### src/hdl/spritePkg.sv
// Raster, memory-map and attribute constants; clocksPerPixel must be at least 2.
package spritePkg;

	//////////////////////////////
	// raster timing
	localparam int clocksPerPixel = 8;
	localparam int hTotal = 384;
	localparam int hActive = 256;
	localparam int vTotal = 264;

	//////////////////////////////
	// sprite and pattern memories
	localparam int spriteCount = 64;
	localparam int spriteRamDepth = 256;	// four attribute bytes per sprite.
	localparam int patternRamDepth = 8192;
	localparam int pixelWidth = 8;	// palette in the high nibble, colour in the low one.

	//////////////////////////////
	// host address map
	localparam int addrWidth = 16;
	localparam logic [addrWidth-1:0] spriteRamBase = 16'h0000;
	localparam logic [addrWidth-1:0] ctrlAddr = 16'h4000;
	localparam logic [addrWidth-1:0] patternRamBase = 16'h8000;
	localparam logic [1:0] respOkay = 2'b00;
	localparam logic [1:0] respSlvErr = 2'b10;

	typedef enum logic [2:0] {
		waitLine,
		fetchY,
		fetchAttr,
		fetchPattern,
		fetchX,
		fetchWords,
		draw,
		nextSprite
	} engineState;

endpackage

### src/hdl/hostRegs.sv
// AXI4-Lite slave; write address and data must arrive together, and the RAMs read back as zero.
`timescale 1ns/1ps

module hostRegs (
	input  logic MCLK,
	input  logic RESET,
	input  logic [spritePkg::addrWidth-1:0] awaddr,
	input  logic awvalid,
	output logic awready,
	input  logic [31:0] wdata,
	input  logic [3:0] wstrb,
	input  logic wvalid,
	output logic wready,
	output logic [1:0] bresp,
	output logic bvalid,
	input  logic bready,
	input  logic [spritePkg::addrWidth-1:0] araddr,
	input  logic arvalid,
	output logic arready,
	output logic [31:0] rdata,
	output logic [1:0] rresp,
	output logic rvalid,
	input  logic rready,
	output logic spriteWe,
	output logic [7:0] spriteWaddr,
	output logic [7:0] spriteWdata,
	output logic patternWe,
	output logic [12:0] patternWaddr,
	output logic [31:0] patternWdata,
	output logic altLayout
);

	import spritePkg::*;

	logic writeAccept;
	logic writeMapped;

	function automatic logic inSpriteRange(input logic [addrWidth-1:0] addr);
		inSpriteRange = (addr >= spriteRamBase) && (addr < spriteRamBase + spriteRamDepth * 4);
	endfunction

	function automatic logic inPatternRange(input logic [addrWidth-1:0] addr);
		inPatternRange = (addr >= patternRamBase);	// runs to the top of the address space.
	endfunction

	assign awready = writeAccept;
	assign wready = writeAccept;
	assign writeMapped = inSpriteRange(awaddr) || inPatternRange(awaddr) || (awaddr == ctrlAddr);

	// the RAM ports write during the single cycle of the handshake.
	assign spriteWe = writeAccept && wstrb[0] && inSpriteRange(awaddr);
	assign spriteWaddr = awaddr[9:2];
	assign spriteWdata = wdata[7:0];
	assign patternWe = writeAccept && (|wstrb) && inPatternRange(awaddr);
	assign patternWaddr = awaddr[14:2];
	assign patternWdata = wdata;

	//////////////////////////////
	// write channel
	always_ff @(posedge MCLK) begin
		if (RESET) begin
			writeAccept <= 1'b0;
			bvalid <= 1'b0;
			altLayout <= 1'b0;
		end else begin
			writeAccept <= awvalid && wvalid && !writeAccept && !bvalid;
			if (writeAccept) begin
				bvalid <= 1'b1;
			end else if (bready) begin
				bvalid <= 1'b0;
			end
			if (writeAccept && wstrb[0] && (awaddr == ctrlAddr)) begin
				altLayout <= wdata[0];
			end
		end
	end

	always_ff @(posedge MCLK) begin
		if (writeAccept) begin
			bresp <= writeMapped ? respOkay : respSlvErr;
		end
	end

	//////////////////////////////
	// read channel
	always_ff @(posedge MCLK) begin
		if (RESET) begin
			arready <= 1'b0;
			rvalid <= 1'b0;
		end else begin
			arready <= arvalid && !arready && !rvalid;
			if (arready) begin
				rvalid <= 1'b1;
			end else if (rready) begin
				rvalid <= 1'b0;
			end
		end
	end

	always_ff @(posedge MCLK) begin
		if (arready) begin
			if (araddr == ctrlAddr) begin
				rdata <= {31'd0, altLayout};
				rresp <= respOkay;
			end else if (inSpriteRange(araddr) || inPatternRange(araddr)) begin
				rdata <= '0;
				rresp <= respOkay;
			end else begin
				rdata <= '0;
				rresp <= respSlvErr;
			end
		end
	end

endmodule

### config.mk
export PLATFORM = sky130hd
export DESIGN_NAME = hostRegs
export DESIGN_NICKNAME = d
export VERILOG_FILES = /design/src/hdl/spritePkg.sv /design/src/hdl/hostRegs.sv
export SDC_FILE = /design/constraint.sdc
export NUM_CORES = 1
export LEC_CHECK = 0
export BUFFER_PORTS_ARGS = -buffer_cell sky130_fd_sc_hd__buf_2
export CORE_AREA = 2 2 69 71
export CTS_CLUSTER_SIZE = 40
export DETAILED_ROUTE_END_ITERATION = 12
export DIE_AREA = 0 0 71 73
export PLACE_DENSITY = 0.73
export SYNTH_ARGS = -nofsm -noshare
export SYNTH_HDL_FRONTEND = slang
export SYNTH_SLANG_ARGS = --single-unit
export TNS_END_PERCENT = 10
### constraint.sdc
create_clock -name MCLK -period 1.5 [get_ports MCLK]
set_input_delay 0.45 -clock MCLK [delete_from_list [all_inputs] [get_ports MCLK]]
set_output_delay 0.45 -clock MCLK [all_outputs]
set_load 0.02 [all_outputs]
==> flow_metrics.py <==
metrics = {
    "finish": {
        "fin_nets": 244,
        "layout-drive-gt1-share": 0.577,
        "n_fill_cell": 515,
        "final_util": 0.253,
        "syn2layout_area_growth_pct": 2.57,
        "multi_input_area_um2": 353,
        "instances_no_fill": 222,
        "antenna_cells": 0,
        "seq_area_um2": 191,
    },
    "yosys": {
        "synth_xor_area_frac": 0,
        "yosys_register_bits": 8,
        "synth-simple-area-share": 0.159,
        "yosysSeqAreaShare": 0.170,
        "synth_warnings": 0,
        "postSynthCellCount": 140,
        "syn_area_um2": 1120,
        "synth_adder_area_share": 0,
        "synth_compound_area_frac": 0.0201,
        "synth_mux_area_frac": 0,
        "syn_avg_cell_area_um2": 7.99,
        "synth_cell_type_count": 20,
        "synth_top_family_by_area": "buffers and inverters",
    },
    "detailed_routing": {
        "first_pass_iters": 3,
        "postRouteWirelength_mm": 2.12,
        "dr_total_vias": 818,
        "viasPerCell": 3.68,
        "wire_per_inst_um": 9.57,
        "drc": 0,
        "drt-initial-drc-count": 6,
        "drtAntennaViolNets": 0,
    },
    "clock_tree": {
        "clk_latency_ps": 230,
        "numCtsBuffers": 3,
        "numClockSinks": 8,
        "cts_tree": "built",
        "cts-root-buf": "clkbuf_8",
        "cts_max_path_buffers": 2,
        "htreeDepth": 1,
        "holdBufCountCts": 0,
        "clkTransAtPathRegs_ps": 40,
    },
    "timing": {
        "finalHoldViolCount": 0,
        "rsz0062_at_grt": "yes",
        "maxSlewViolCount": 0,
        "holdWs_ps": 433,
        "fmax_mhz": 657,
        "post-route-min-period_ps": 1520,
        "final-setup-viol-count": 2,
        "post-route-period-util": 1.01,
        "skew_ps": 3.46,
        "finalWorstSetupSlack_ps": -22.5,
    },
    "critical_path": {
        "crit_chain": "buf_8, nor3_4, nand2_2, nor3_2, buf_4",
        "critPathCaptureType": "output port",
        "worstPathArrival_ps": 1070,
        "slowest_stage": "nor3_4",
        "slowest_delay_ps": 180,
        "critPathKind": "in2out",
        "path_max_fanout": 2,
        "worstSetupStartpointType": "input port",
        "worstRegToRegCells": 3,
        "cp.required_ps": 1050,
    },
    "global_routing": {
        "antenna_found_initial": 0,
        "first_global_vias": 645,
        "grtUsageTotal": 0.0718,
        "grt_pass1_wl_mm": 2.84,
        "grt_max_degree": 6,
        "gr-total-overflow": 0,
    },
    "hold_path": {
        "worstHoldPathCells": 1,
        "hold_class": "reg2reg",
    },
    "die": {
        "dieHeight_um": 73,
        "die_w_um": 71,
        "rows": 25,
        "dieArea_um2": 5180,
        "placeableCoreArea_um2": 4540,
        "initial_core_util": 0.247,
        "io_pins": 180,
    },
    "placed_design": {
        "dp_cells": 217,
        "hpwl_mm": 1.82,
        "globalplace.congestion": 0.640,
        "port_buffers": 77,
    },
    "power_and_ir_drop": {
        "power.leakage_nw": 0.628,
        "powerDensity_nw_per_um2": 694,
        "ir_worst_vdd_mv": 0.198,
    },
    "run": {
        "drv_cap": 0,
    },
    "status": {
        "failed_checks": "negative setup slack",
        "status": "finished, violations left",
    },
}
==> cell type report <==
| type | instances | area share |
|---|---|---|
| flip-flops and latches | 8 | 0.167 |
| well taps | 54 | 0.0589 |
| clock buffers | 4 | 0.0393 |
| repair buffers | 87 | 0.418 |
| multi-input cells | 66 | 0.308 |
| inverters | 3 | 0.00981 |
==> Yosys cell counts <==
| cell type | instances | area, um2 |
|---|---|---|
| dfxtp_1 | 5 | 100 |
| a21oi_1 | 3 | 15.0 |
| conb_1 | 1 | 3.75 |
| and4_1 | 1 | 8.76 |
| nor4b_2 | 1 | 15.0 |
| nor4b_1 | 2 | 17.5 |
| nor3_1 | 4 | 20.0 |
| inv_1 | 3 | 11.3 |
| nor4_2 | 1 | 12.5 |
| edfxtp_1 | 3 | 90.1 |
| nor2_1 | 6 | 22.5 |
| o31ai_1 | 1 | 7.51 |
| and2_1 | 1 | 6.26 |
| nand3_1 | 1 | 5.00 |
| buf_4 | 95 | 713 |
| nand2_1 | 4 | 15.0 |
| nor3_2 | 1 | 10.0 |
| or4_1 | 1 | 7.51 |
| nor4_1 | 5 | 31.3 |
| nor2b_1 | 1 | 6.26 |
==> cell families after synthesis <==
| group | Yosys count |
|---|---|
| DFF | 8 |
| AOI/OAI and AO/OA | 4 |
| other | 1 |
| and+or+nand+nor | 29 |
| buffers and inverters | 98 |
==> power breakdown <==
group	leakage [nW]	switching [W]	total, W	internal, W
Combinational	0.536	0.000186	0.000283	0.0000964
Clock	0.0228	0.0000874	0.000272	0.000184
Sequential	0.0685	0.00000603	0.000242	0.000236
Total	0.628	0.000280	0.000796	0.000517
==> layer usage <==
layer,vias to the layer above,wire length [um],part of all wire,track usage
met5,-,0,0,0
met4,0,97,0.046,0.0713
met3,20,311,0.15,0.0221
met2,74,1090,0.51,0.121
met1,344,622,0.29,0.0682
li1,380,-,-,-
==> worst max-delay path, delay by kind of cell <==
kind | cells | cell delay (ps)
buf+inv | 2 | 260
simple gates | 3 | 360
==> worst paths after layout <==
path                   start   endpoint  slack, ps
setup / recovery  awaddr[12]   spriteWe        -20
hold / removal        bvalid    awready        430
setup reg to reg     awready  altLayout        330
hold reg to reg       bvalid    awready        430
==> layout by cell type, fill, tap and decap left out <==
cell type / synthesis / final
and4_1: 1 / 1
dfxtp_1: 5 / 4
nor2b_1: 1 / 1
nor2_1: 6 / 6
inv_1: 3 / 3
o31ai_1: 1 / 1
nand3_1: 1 / 1
and2_1: 1 / 1
nand2_1: 4 / 3
edfxtp_1: 3 / 3
nand2_2: 0 / 1
buf_4: 95 / 11
buf_6: 0 / 1
conb_1: 1 / 33
a21oi_1: 3 / 3
nor3_1: 4 / 3
nor4b_2: 1 / 1
clkbuf_1: 0 / 1
nor4_1: 5 / 4
dfxtp_2: 0 / 1
clkbuf_8: 0 / 3
nor3_2: 1 / 1
nor4_2: 1 / 1
or4_1: 1 / 1
buf_2: 0 / 74
nor4b_1: 2 / 2
buf_8: 0 / 1
nor4_4: 0 / 1
nor3_4: 0 / 1
==> registers in the layout, summed over array words and instances, names as in the netlist <==
register   flops
altLayout      1
arready        1
awready        1
bresp          1
bvalid         1
rdata          1
rresp          1
rvalid         1
==> timing repair <==
item | 4_1_cts | 5_1_grt
setup buffers | 1 | 0
pin swaps | 2 | 0
endpoints found under the setup margin | 2 | 3
resized for setup | 5 | 5
gates cloned | 0 | 0
==> metrics by stage <==
stage | worst slack (ps) | setup TNS [ps] | cell area [um2] | power, W
floorplan | 40.2 | 0 | 1240 | 0.000652
global placement | -156 | -463 | 1050 | 0.000513
detailed placement | -177 | -477 | 1050 | 0.000516
CTS | -31.6 | -31.6 | 1120 | 0.000797
global route | -49.5 | -130 | 1150 | 0.000841
finish | -22.5 | -23.7 | 1150 | 0.000796
Power figures use the tool's default switching activity.
