File: src/hdl/spritePkg.sv
// Raster, memory-map and attribute constants; clocksPerPixel must be at least 2.
package spritePkg;

	//////////////////////////////
	// raster timing
	localparam int clocksPerPixel = 8;
	localparam int hTotal = 384;
	localparam int hActive = 256;
	localparam int vTotal = 264;

	//////////////////////////////
	// sprite and pattern memories
	localparam int spriteCount = 64;
	localparam int spriteRamDepth = 256;	// four attribute bytes per sprite.
	localparam int patternRamDepth = 8192;
	localparam int pixelWidth = 8;	// palette in the high nibble, colour in the low one.

	//////////////////////////////
	// host address map
	localparam int addrWidth = 16;
	localparam logic [addrWidth-1:0] spriteRamBase = 16'h0000;
	localparam logic [addrWidth-1:0] ctrlAddr = 16'h4000;
	localparam logic [addrWidth-1:0] patternRamBase = 16'h8000;
	localparam logic [1:0] respOkay = 2'b00;
	localparam logic [1:0] respSlvErr = 2'b10;

	typedef enum logic [2:0] {
		waitLine,
		fetchY,
		fetchAttr,
		fetchPattern,
		fetchX,
		fetchWords,
		draw,
		nextSprite
	} engineState;

endpackage

File: src/hdl/videoTiming.sv
// Raster counters for a 384 x 264 frame; hPos and vPos step only on the pixel enable.
`timescale 1ns/1ps

module videoTiming (
	input  logic MCLK,
	input  logic RESET,
	output logic pixelEn,
	output logic [8:0] hPos,
	output logic [8:0] vPos
);

	import spritePkg::*;

	logic [$clog2(clocksPerPixel)-1:0] divCount;
	logic lastPixel;

	assign lastPixel = (hPos == 9'(hTotal - 1));

	//////////////////////////////
	// pixel clock enable
	always_ff @(posedge MCLK) begin
		if (RESET) begin
			divCount <= '0;
			pixelEn <= 1'b0;
		end else begin
			if (divCount == ($bits(divCount))'(clocksPerPixel - 1)) begin
				divCount <= '0;
			end else begin
				divCount <= divCount + 1'b1;
			end
			pixelEn <= (divCount == ($bits(divCount))'(clocksPerPixel - 1));
		end
	end

	//////////////////////////////
	// raster position
	always_ff @(posedge MCLK) begin
		if (RESET) begin
			hPos <= '0;
			vPos <= '0;
		end else if (pixelEn) begin
			if (lastPixel) begin
				hPos <= '0;
				if (vPos == 9'(vTotal - 1)) begin
					vPos <= '0;
				end else begin
					vPos <= vPos + 9'd1;	// a new line starts with the horizontal wrap.
				end
			end else begin
				hPos <= hPos + 9'd1;
			end
		end
	end

endmodule

File: config.mk
export PLATFORM = sky130hd
export DESIGN_NAME = videoTiming
export DESIGN_NICKNAME = d
export VERILOG_FILES = /design/src/hdl/spritePkg.sv /design/src/hdl/videoTiming.sv
export SDC_FILE = /design/constraint.sdc
export NUM_CORES = 1
export LEC_CHECK = 0
export BUFFER_PORTS_ARGS = -buffer_cell sky130_fd_sc_hd__buf_2
export CAP_MARGIN = 20
export CORE_MARGIN = 3
export CORE_UTILIZATION = 52
export DETAILED_ROUTE_END_ITERATION = 6
export PLACE_DENSITY = 0.76
export SETUP_SLACK_MARGIN = 0.4
export SLEW_MARGIN = 25
export SYNTH_ARGS = -nofsm -noshare
export SYNTH_HDL_FRONTEND = slang
export SYNTH_SLANG_ARGS = --single-unit
File: constraint.sdc
create_clock -name MCLK -period 2.3 [get_ports MCLK]
set_clock_uncertainty 0.1 [all_clocks]
set_input_delay 0.115 -clock MCLK [delete_from_list [all_inputs] [get_ports MCLK]]
set_output_delay 0.115 -clock MCLK [all_outputs]
set_load 0.01 [all_outputs]
==> out/summary.json, run 1 <==
{
  "outcome": "complete, no violations",
  "antenna-diode-count": 0,
  "cp_max_fo": 11,
  "floorplan.core_area_um2": 1800,
  "drcViolationCount": 0,
  "yosys.area_share.xor_xnor": 0.0592,
  "tritoncts": "built",
  "slew_viol_final": 0,
  "cts.reportedPaths.clkPinSlew_ns": 0.11,
  "grt_antenna_before_repair": 0,
  "critical_path_class": "flip-flop to flip-flop",
  "clock_tree.htree_level_count": 1,
  "floorplan.initialDensity": 0.575,
  "cts-buffers-inserted": 3,
  "ios": 21,
  "rsz0062_at_grt": "no",
  "nNetsFinal": 137,
  "die-width_um": 50.6,
  "tightestPinTransition_ns": 0.417,
  "viasPerCell": 5.79,
  "p_leak_nw": 0.460,
  "cellPowerDensity_nw_per_um2": 508,
  "clock_sinks": 22,
  "netlist.top_cell.by_area": "dfxtp_1",
  "post_synth_main_area_contributors": "dfxtp_1 (43%), ha_1 (4.8%), xor2_1 (4.2%)",
  "cap_viol_max_count": 0,
  "dieHeight_um": 50.6,
  "synthToLayoutAreaGrowth_pct": 11.2,
  "placementRows": 15,
  "avgRoutedWirePerCell_um": 12.5,
  "count_of_endpoints_failing_hold_in_the_final_timing_report": 0,
  "drive_gt1_frac": 0.233,
  "syn-num-nets": 118,
  "routed_wirelength_um": 1930,
  "path_cells": "and4_2 > nand3_4 > or4_1 > a21oi_1",
  "synth.mux.area_fraction": 0.0193,
  "hold_path_class": "input port to flip-flop",
  "grt.overflow.total": 0,
  "slowest_stage": "or4_1",
  "critPathMaxStageDelay_ns": 0.52,
  "yosys_register_bits": 22,
  "layoutNonFillerInstCount": 154,
  "synth_cells": 112,
  "first_global_vias": 784,
  "synth-simple-area-share": 0.314,
  "grt_pass1_wl_um": 3340,
  "synth-seq-area-share": 0.425,
  "kind_of_end_point_of_the_critical_path": "flip-flop",
  "vias": 891,
  "power.ir.vdd_worst_uv": 294,
  "gp_congestion": 0.814,
  "setup_viol": 0,
  "synth_fa_ha_area_frac": 0.0483,
  "die-area_um2": 2560,
  "placement.io_buffers": 20,
  "largest_family_of_logic_cells_by_synthesized_area": "simple AND/OR/NAND/NOR gates",
  "dp.cells": 151,
  "clock_tree.buffer_depth": 2,
  "detail_route.first_pass.iterations": 4,
  "synth_compound_gate_area_share": 0.0906,
  "yosys_warnings": 0,
  "worstSkewPairLatency_ns": 0.30,
  "netlist_area_um2": 1040,
  "detailedPlacementHpwl_um": 1380,
  "post-route-period-util": 0.764,
  "antenna_left": 0,
  "drt_first_iter_violations": 23,
  "fin_crit_ns": 1.76,
  "postCtsSetupRepairBufs": 0,
  "maxClockFrequency_mhz": 569,
  "synth.avg_cell_area_um2": 9.25,
  "critPathLaunchType": "flip-flop",
  "cts_root_buf": "clkbuf_4",
  "critPathArrivalTime_ns": 1.89,
  "timing.setup.tns_ns": 0,
  "worst_slew_margin_rel": 0.722,
  "grt_use_total": 0.167,
  "grt_start_max_net_pins": 26,
  "yosysUniqueCellTypes": 33,
  "required_ns": 2.44,
  "netlist.area_leader.share": 0.425
}
[cells by family after synthesis]
family,after synthesis
muxes,2
adders and majority gates,4
buffers and inverters,6
AOI/OAI and AO/OA,16
and+or+nand+nor,55
DFF,22
xor gates and xnor gates,7
[worst paths after layout]
kind	from	end	slack, ns	cells past startpoint
setup / recovery	hPos[3]$_SDFFE_PP0P_	vPos[5]$_SDFFE_PP0P_	0.54	4
hold reg to reg	divCount[0]$_SDFF_PP0_	divCount[0]$_SDFF_PP0_	0.34	1
setup reg to reg	hPos[3]$_SDFFE_PP0P_	vPos[5]$_SDFFE_PP0P_	0.54	4
hold / removal	RESET	hPos[4]$_SDFFE_PP0P_	0.12	2
[what timing repair did]
action                                 in CTS  in global routing
hold buffers                                0                  0
endpoints found under the hold margin       0                  0
setup endpoints to repair                   0                  3
gates resized for setup                     0                  4
[where the power goes]
group | total, mW | switching [mW] | internal, mW
clock | 0.168 | 0.107 | 0.0610
combinational | 0.0246 | 0.0132 | 0.0114
sequential | 0.393 | 0.00446 | 0.388
total | 0.586 | 0.125 | 0.461
[sequential cells by signal, indices dropped and copies added (netlist names)]
| signal | cells |
|---|---|
| divCount | 3 |
| hPos | 9 |
| vPos | 9 |
| pixelEn | 1 |
[cells in the final DEF (no fill, tap or decap), drive strengths merged]
cell,n
a21oi,7
nand2,10
a21boi,1
xor2,5
or3,4
nor4,1
buf,20
o21ai,4
and4b,1
and2,1
o31ai,2
nand2b,3
nor2,7
nand3,5
o21bai,1
clkbuf,3
nand4,5
and3,2
or4,3
nor3,5
nor2b,1
nand4b,1
and4,1
ha,4
xnor2,2
mux2i,2
nor3b,2
nand3b,2
and2b,1
dfxtp,22
o32ai,1
[Yosys cell counts (all sizes together)]
master	count
a21boi	1
a21oi	7
and2	1
and2b	1
and3	2
and4	1
and4b	1
buf	3
clkbuf	3
dfxtp	22
ha	4
mux2i	2
nand2	10
nand2b	3
nand3	5
nand3b	2
nand4	5
nand4b	1
nor2	7
nor2b	1
nor3	5
nor3b	2
nor4	1
o21ai	4
o21bai	1
o31ai	2
o32ai	1
or3	4
or4	3
xnor2	2
xor2	5
[through the flow]
stage | total power, mW | hold WS (ns) | worst slack [ns] | area, µm² | utilization
2_1_floorplan | 0.418 | 0.194 | 0.440 | 1040 | -
3_3_place_gp | 0.425 | 0.317 | 0.539 | 1120 | 0.623
3_5_place_dp | 0.427 | 0.322 | 0.478 | 1120 | 0.623
4_1_cts | 0.593 | 0.111 | 0.446 | 1140 | 0.635
5_1_grt | 0.612 | 0.120 | 0.407 | 1150 | 0.640
6_report | 0.586 | 0.122 | 0.542 | 1150 | 0.640
[worst max-delay path: cells and delay by family (launching register included)]
family           cells  cell delay (ns)
AND/OR/NAND/NOR      3             1.01
AO/OA/AOI/OAI        1             0.14
flip-flops           1             0.45
[metal layers]
layer,GRT usage,wire [µm],vias to the layer above
li1,-,-,438
met1,0.203,885,422
met2,0.291,931,25
met3,0.0267,94,6
met4,0.0673,16,0
met5,0,0,-
[cell type report]
| type | count | area (µm²) |
|---|---|---|
| fill | 163 | 649 |
| clock buffer | 3 | 22.5 |
| timing repair buffer | 20 | 100 |
| multi-input combinational | 84 | 556 |
| tap | 25 | 31.3 |
| sequential | 22 | 443 |
Power figures use the tool's default switching activity.
==> inputs of run 2 (changes only) <==
--- a/config.mk
+++ b/config.mk
@@ -5,12 +5,13 @@
 export SDC_FILE = /design/constraint.sdc
 export NUM_CORES = 1
 export LEC_CHECK = 0
+export ABC_AREA = 1
 export BUFFER_PORTS_ARGS = -buffer_cell sky130_fd_sc_hd__buf_2
 export CAP_MARGIN = 20
 export CORE_MARGIN = 3
-export CORE_UTILIZATION = 52
+export CORE_UTILIZATION = 48
 export DETAILED_ROUTE_END_ITERATION = 6
-export PLACE_DENSITY = 0.76
+export PLACE_DENSITY = 0.73
 export SETUP_SLACK_MARGIN = 0.4
 export SLEW_MARGIN = 25
 export SYNTH_ARGS = -nofsm -noshare
==> constraint.sdc (replaced) <==
create_clock -name MCLK -period 1.5 [get_ports MCLK]
set_clock_uncertainty 0.1 [all_clocks]
set_input_delay 0.075 -clock MCLK [delete_from_list [all_inputs] [get_ports MCLK]]
set_output_delay 0.075 -clock MCLK [all_outputs]
set_load 0.01 [all_outputs]
==> out/summary.json, run 2 <==
{
  "nNetsFinal": {"value": 216, "change": "+58%"},
  "critPathBufInv": {"value": 0, "change": "unchanged"},
  "synthArstFlopShare": {"value": 0, "change": "unchanged"},
  "clock_sinks": {"value": 22, "change": "unchanged"},
  "n_fill_cell": {"value": 143, "change": "-12%"},
  "antenna_left": {"value": 0, "change": "unchanged"},
  "hold_path_class": "input port to flip-flop",
  "netlist.top_cell.by_area": "dfxtp_1",
  "largest_family_of_logic_cells_by_synthesized_area": "simple AND/OR/NAND/NOR gates",
  "pwr-share-seq": {"value": 0.539, "change": "-0.132"},
  "power.ir.vdd_worst": {"value": 708, "unit": "µV", "change": "+140%"},
  "netlist_area": {"value": 1130, "unit": "µm²", "change": "+9.5%"},
  "viasPerCell": {"value": 5.15, "change": "-11%"},
  "yosys_warnings": {"value": 0, "change": "unchanged"},
  "synth_cells": {"value": 169, "change": "+51%"},
  "timing.setup.tns": {"value": 0, "unit": "ns", "change": "unchanged"},
  "synth_edf_count": {"value": 0, "change": "unchanged"},
  "clock_tree.htree_level_count": {"value": 1, "change": "unchanged"},
  "clock_power_share": {"value": 0.417, "change": "+0.130"},
  "post_synth_main_area_contributors": "dfxtp_1 (39%), nand2_1 (16%), nor2_1 (11%)",
  "synth_compound_gate_area_share": {"value": 0.0639, "change": "-0.0266"},
  "synth_fa_ha_area_frac": {"value": 0.0441, "change": "-0.00421"},
  "gp_congestion": {"value": 0.875, "change": "+7.4%"},
  "cellPowerDensity": {"value": 642, "unit": "nW/µm²", "change": "+26%"},
  "antenna-diode-count": {"value": 0, "change": "unchanged"},
  "placementRows": {"value": 16, "change": "+1"},
  "r2r_setup_slack": {"value": 0.11, "unit": "ns", "change": "-0.43 ns"},
  "largest_registers": "hPos: 9 flops, vPos: 9 flops, divCount: 3 flops",
  "path_cells": "ha_4 > nand2_4 > nor2_4 > nand2_2 > nor2_4 > nand2_1 > a21oi_2",
  "worstSkewPairLatency": {"value": 0.31, "unit": "ns", "change": "about the same"},
  "global_route.usage.met2": {"value": 0.374, "change": "+0.0827"},
  "grt_antenna_before_repair": {"value": 0, "change": "unchanged"},
  "floorplan.core_area": {"value": 2100, "unit": "µm²", "change": "+17%"},
  "reg2reg_depth": {"value": 7, "change": "+3"},
  "required": {"value": 1.65, "unit": "ns", "change": "-0.79 ns"},
  "worst_slew_margin_rel": {"value": 0.663, "change": "-0.0591"},
  "die-width": {"value": 54.6, "unit": "µm", "change": "+7.9%"},
  "yosys.area_share.xor_xnor": {"value": 0.00772, "change": "-0.0515"},
  "final_common_cell": "nand2_1",
  "multi_input_area": {"value": 754, "unit": "µm²", "change": "+36%"},
  "netlist.area_leader.share": {"value": 0.388, "change": "-0.0370"},
  "grt_start_max_net_pins": {"value": 14, "change": "-46%"},
  "p_leak": {"value": 0.734, "unit": "nW", "change": "+60%"},
  "seq_area": {"value": 480, "unit": "µm²", "change": "+8.5%"},
  "whs_path_depth": {"value": 2, "change": "unchanged"},
  "synth.mux.area_fraction": {"value": 0, "change": "-0.0193"},
  "count_of_endpoints_failing_hold_in_the_final_timing_report": {"value": 5, "change": "+5"},
  "critPathLaunchType": "flip-flop",
  "dieHeight": {"value": 54.6, "unit": "µm", "change": "+7.9%"},
  "met3_layer_usage_reported_by_global_route": {"value": 0.0327, "change": "+0.00599"},
  "grt.overflow.total": {"value": 0, "change": "unchanged"},
  "critical_path_class": "flip-flop to flip-flop",
  "most_frequently_used_flop_master_after_synthesis": "dfxtp_1",
  "post-route-period-util": {"value": 0.925, "change": "+0.161"},
  "synth-simple-area-share": {"value": 0.419, "change": "+0.105"},
  "maxClockFrequency": {"value": 721, "unit": "MHz", "change": "+27%"},
  "tightestPinTransition": {"value": 0.505, "unit": "ns", "change": "+0.0881 ns"},
  "detailedPlacementHpwl": {"value": 1870, "unit": "µm", "change": "+35%"},
  "cts_root_buf": "clkbuf_4",
  "syn-num-nets": {"value": 175, "change": "+48%"},
  "cap_viol_max_count": {"value": 0, "change": "unchanged"},
  "yosysUniqueCellTypes": {"value": 18, "change": "-45%"},
  "global_route.usage.met1": {"value": 0.253, "change": "+0.0503"},
  "avgRoutedWirePerCell": {"value": 12.8, "unit": "µm", "change": "+2.6%"},
  "worst_reg2reg_endpoint": "vPos[2]$_SDFFE_PP0P_",
  "die-area": {"value": 2980, "unit": "µm²", "change": "+16%"},
  "rsz0062_at_grt": "yes",
  "cp_max_fo": {"value": 5, "change": "-6"},
  "gr-max-usage-layer": "met2",
  "power_frac_comb": {"value": 0.044, "change": "+0.002"},
  "vias": {"value": 1215, "change": "+36%"},
  "power.total": {"value": 1.08, "unit": "mW", "change": "+85%"},
  "routed_wirelength": {"value": 3030, "unit": "µm", "change": "+57%"},
  "switching_share": {"value": 0.199, "change": "-0.0144"},
  "setup_viol": {"value": 0, "change": "unchanged"},
  "min-delay-start": "RESET",
  "r2r-start": "hPos[0]$_SDFFE_PP0P_",
  "drt_first_iter_violations": {"value": 19, "change": "-17%"},
  "synth_most_common_cell": "nand2_1",
  "kind_of_end_point_of_the_critical_path": "flip-flop",
  "hold-worst-slack": {"value": -0.108, "unit": "ns", "change": "-0.230 ns"},
  "timing.hold.worst_endpoint": "vPos[2]$_SDFFE_PP0P_",
  "grt_use_total": {"value": 0.211, "change": "+0.0444"},
  "ios": {"value": 21, "change": "unchanged"},
  "placement.io_buffers": {"value": 20, "change": "unchanged"},
  "netlist_top_cells_count": "nand2_1 (47), nor2_1 (32), dfxtp_1 (22)",
  "grt_pass1_wl": {"value": 4530, "unit": "µm", "change": "+36%"},
  "detail_route.first_pass.iterations": {"value": 4, "change": "unchanged"},
  "slowest_stage": "dfxtp_4",
  "path_common_cell": "nor2_4",
  "cts.reportedPaths.clkPinSlew": {"value": 0.12, "unit": "ns", "change": "about the same"},
  "slew_viol_final": {"value": 0, "change": "unchanged"},
  "mostFrequentLayoutCells": "nand2_1 (38), nor2_1 (25), inv_1 (18)",
  "internal_power_component": {"value": 0.869, "unit": "mW", "change": "+89%"},
  "outcome": "complete, but fails checks",
  "power.switching": {"value": 0.216, "unit": "mW", "change": "+73%"},
  "path_delay_family": "simple AND/OR/NAND/NOR gates",
  "cts-buffers-inserted": {"value": 3, "change": "unchanged"},
  "synth-seq-area-share": {"value": 0.388, "change": "-0.0370"},
  "clock_tree.buffer_depth": {"value": 2, "change": "unchanged"},
  "drive_gt1_frac": {"value": 0.469, "change": "+0.236"},
  "synth.avg_cell_area": {"value": 6.72, "unit": "µm²", "change": "-27%"},
  "floorplan.initialDensity": {"value": 0.540, "change": "-0.0351"},
  "violations": "negative hold slack",
  "yosys_register_bits": {"value": 22, "change": "unchanged"},
  "critPathArrivalTime": {"value": 1.53, "unit": "ns", "change": "-0.36 ns"},
  "fin_crit": {"value": 1.39, "unit": "ns", "change": "-0.370 ns"},
  "synthToLayoutAreaGrowth_pct": 49.0,
  "drcViolationCount": {"value": 0, "change": "unchanged"},
  "critPathMaxStageDelay": {"value": 0.38, "unit": "ns", "change": "-0.14 ns"},
  "first_global_vias": {"value": 1081, "change": "+38%"},
  "tritoncts": "built"
}
==> run 2: cell types whose count changed in the layout (fill, tap and decap cells not counted), moves of 7 or more <==
cell     delta
nand2_1    +28
dfxtp_4     +7
nor2_1     +18
inv_1      +18
nor2_2      +8
buf_4      +11
nand2_2     +7
buf_6      +11
dfxtp_2     +9
dfxtp_1    -16
==> run 2: worst max-delay path by stage <==
| stage | from | to | slack, ns | cells after the start |
|---|---|---|---|---|
| final | hPos[0]$_SDFFE_PP0P_ | vPos[2]$_SDFFE_PP0P_ | 0.11 | 7 |
| after global routing | hPos[0]$_SDFFE_PP0P_ | vPos[2]$_SDFFE_PP0P_ | 0.05 | 7 |
| after CTS | hPos[0]$_SDFFE_PP0P_ | vPos[2]$_SDFFE_PP0P_ | 0.18 | 7 |
| after detailed placement | hPos[1]$_SDFFE_PP0P_ | vPos[7]$_SDFFE_PP0P_ | 0.12 | 8 |
| after global placement | vPos[1]$_SDFFE_PP0P_ | vPos[8]$_SDFFE_PP0P_ | 0.14 | 8 |
| after floorplan | hPos[1]$_SDFFE_PP0P_ | vPos[5]$_SDFFE_PP0P_ | 0.20 | 8 |
==> run 2: cell type report <==
class / count / share of cell area
Clock inverter: 1 / 0.0178
Multi-Input combinational cell: 124 / 0.446
Timing Repair Buffer: 37 / 0.167
Inverter: 22 / 0.0518
Tap cell: 27 / 0.0200
Sequential cell: 22 / 0.284
Clock buffer: 3 / 0.0133
==> run 2: cell families after synthesis <==
logic type | count (synthesis)
compound gates | 14
xor+xnor | 1
fa+ha+maj | 4
buf+inv | 23
flops | 22
simple gates | 105
==> run 2: metal layers <==
layer | wire [µm] | part of all wire
met1 | 1320 | 0.43
met2 | 1520 | 0.50
met3 | 106 | 0.035
met4 | 86 | 0.028
met5 | 0 | 0
==> run 2: repair_timing <==
action / in CTS / in global routing
endpoints found under the hold margin: 5 / 5
pin swaps: 13 / 7
gates resized for setup: 25 / 39
setup endpoints to repair: 25 / 29
setup buffers: 11 / 4
==> run 2: worst register-to-register path, delay by kind of cell (launching register included) <==
family | cells | cell delay (ns)
AOI/OAI and AO/OA | 1 | 0.13
adders and majority gates | 1 | 0.17
DFF | 1 | 0.38
and+or+nand+nor | 5 | 0.54
==> run 2: per-stage QoR <==
step	area [µm²]	utilization	worst slack [ns]	hold slack, ns	cells
3_3_place_gp	1320	0.628	0.137	0.227	217
2_1_floorplan	1180	-	0.204	0.0400	169
5_1_grt	1690	0.804	0.0468	-0.128	236
4_1_cts	1520	0.721	0.176	-0.113	232
3_5_place_dp	1320	0.628	0.119	0.228	217
6_report	1690	0.804	0.112	-0.108	236
==> run 2: power by group through the flow <==
stage	Clock, mW	Combinational [mW]	Sequential, mW
floorplan	0	0.0225	0.603
global placement	0	0.0296	0.604
detailed placement	0	0.0314	0.604
CTS	0.460	0.0334	0.587
global route	0.490	0.0524	0.586
finish	0.453	0.0472	0.585
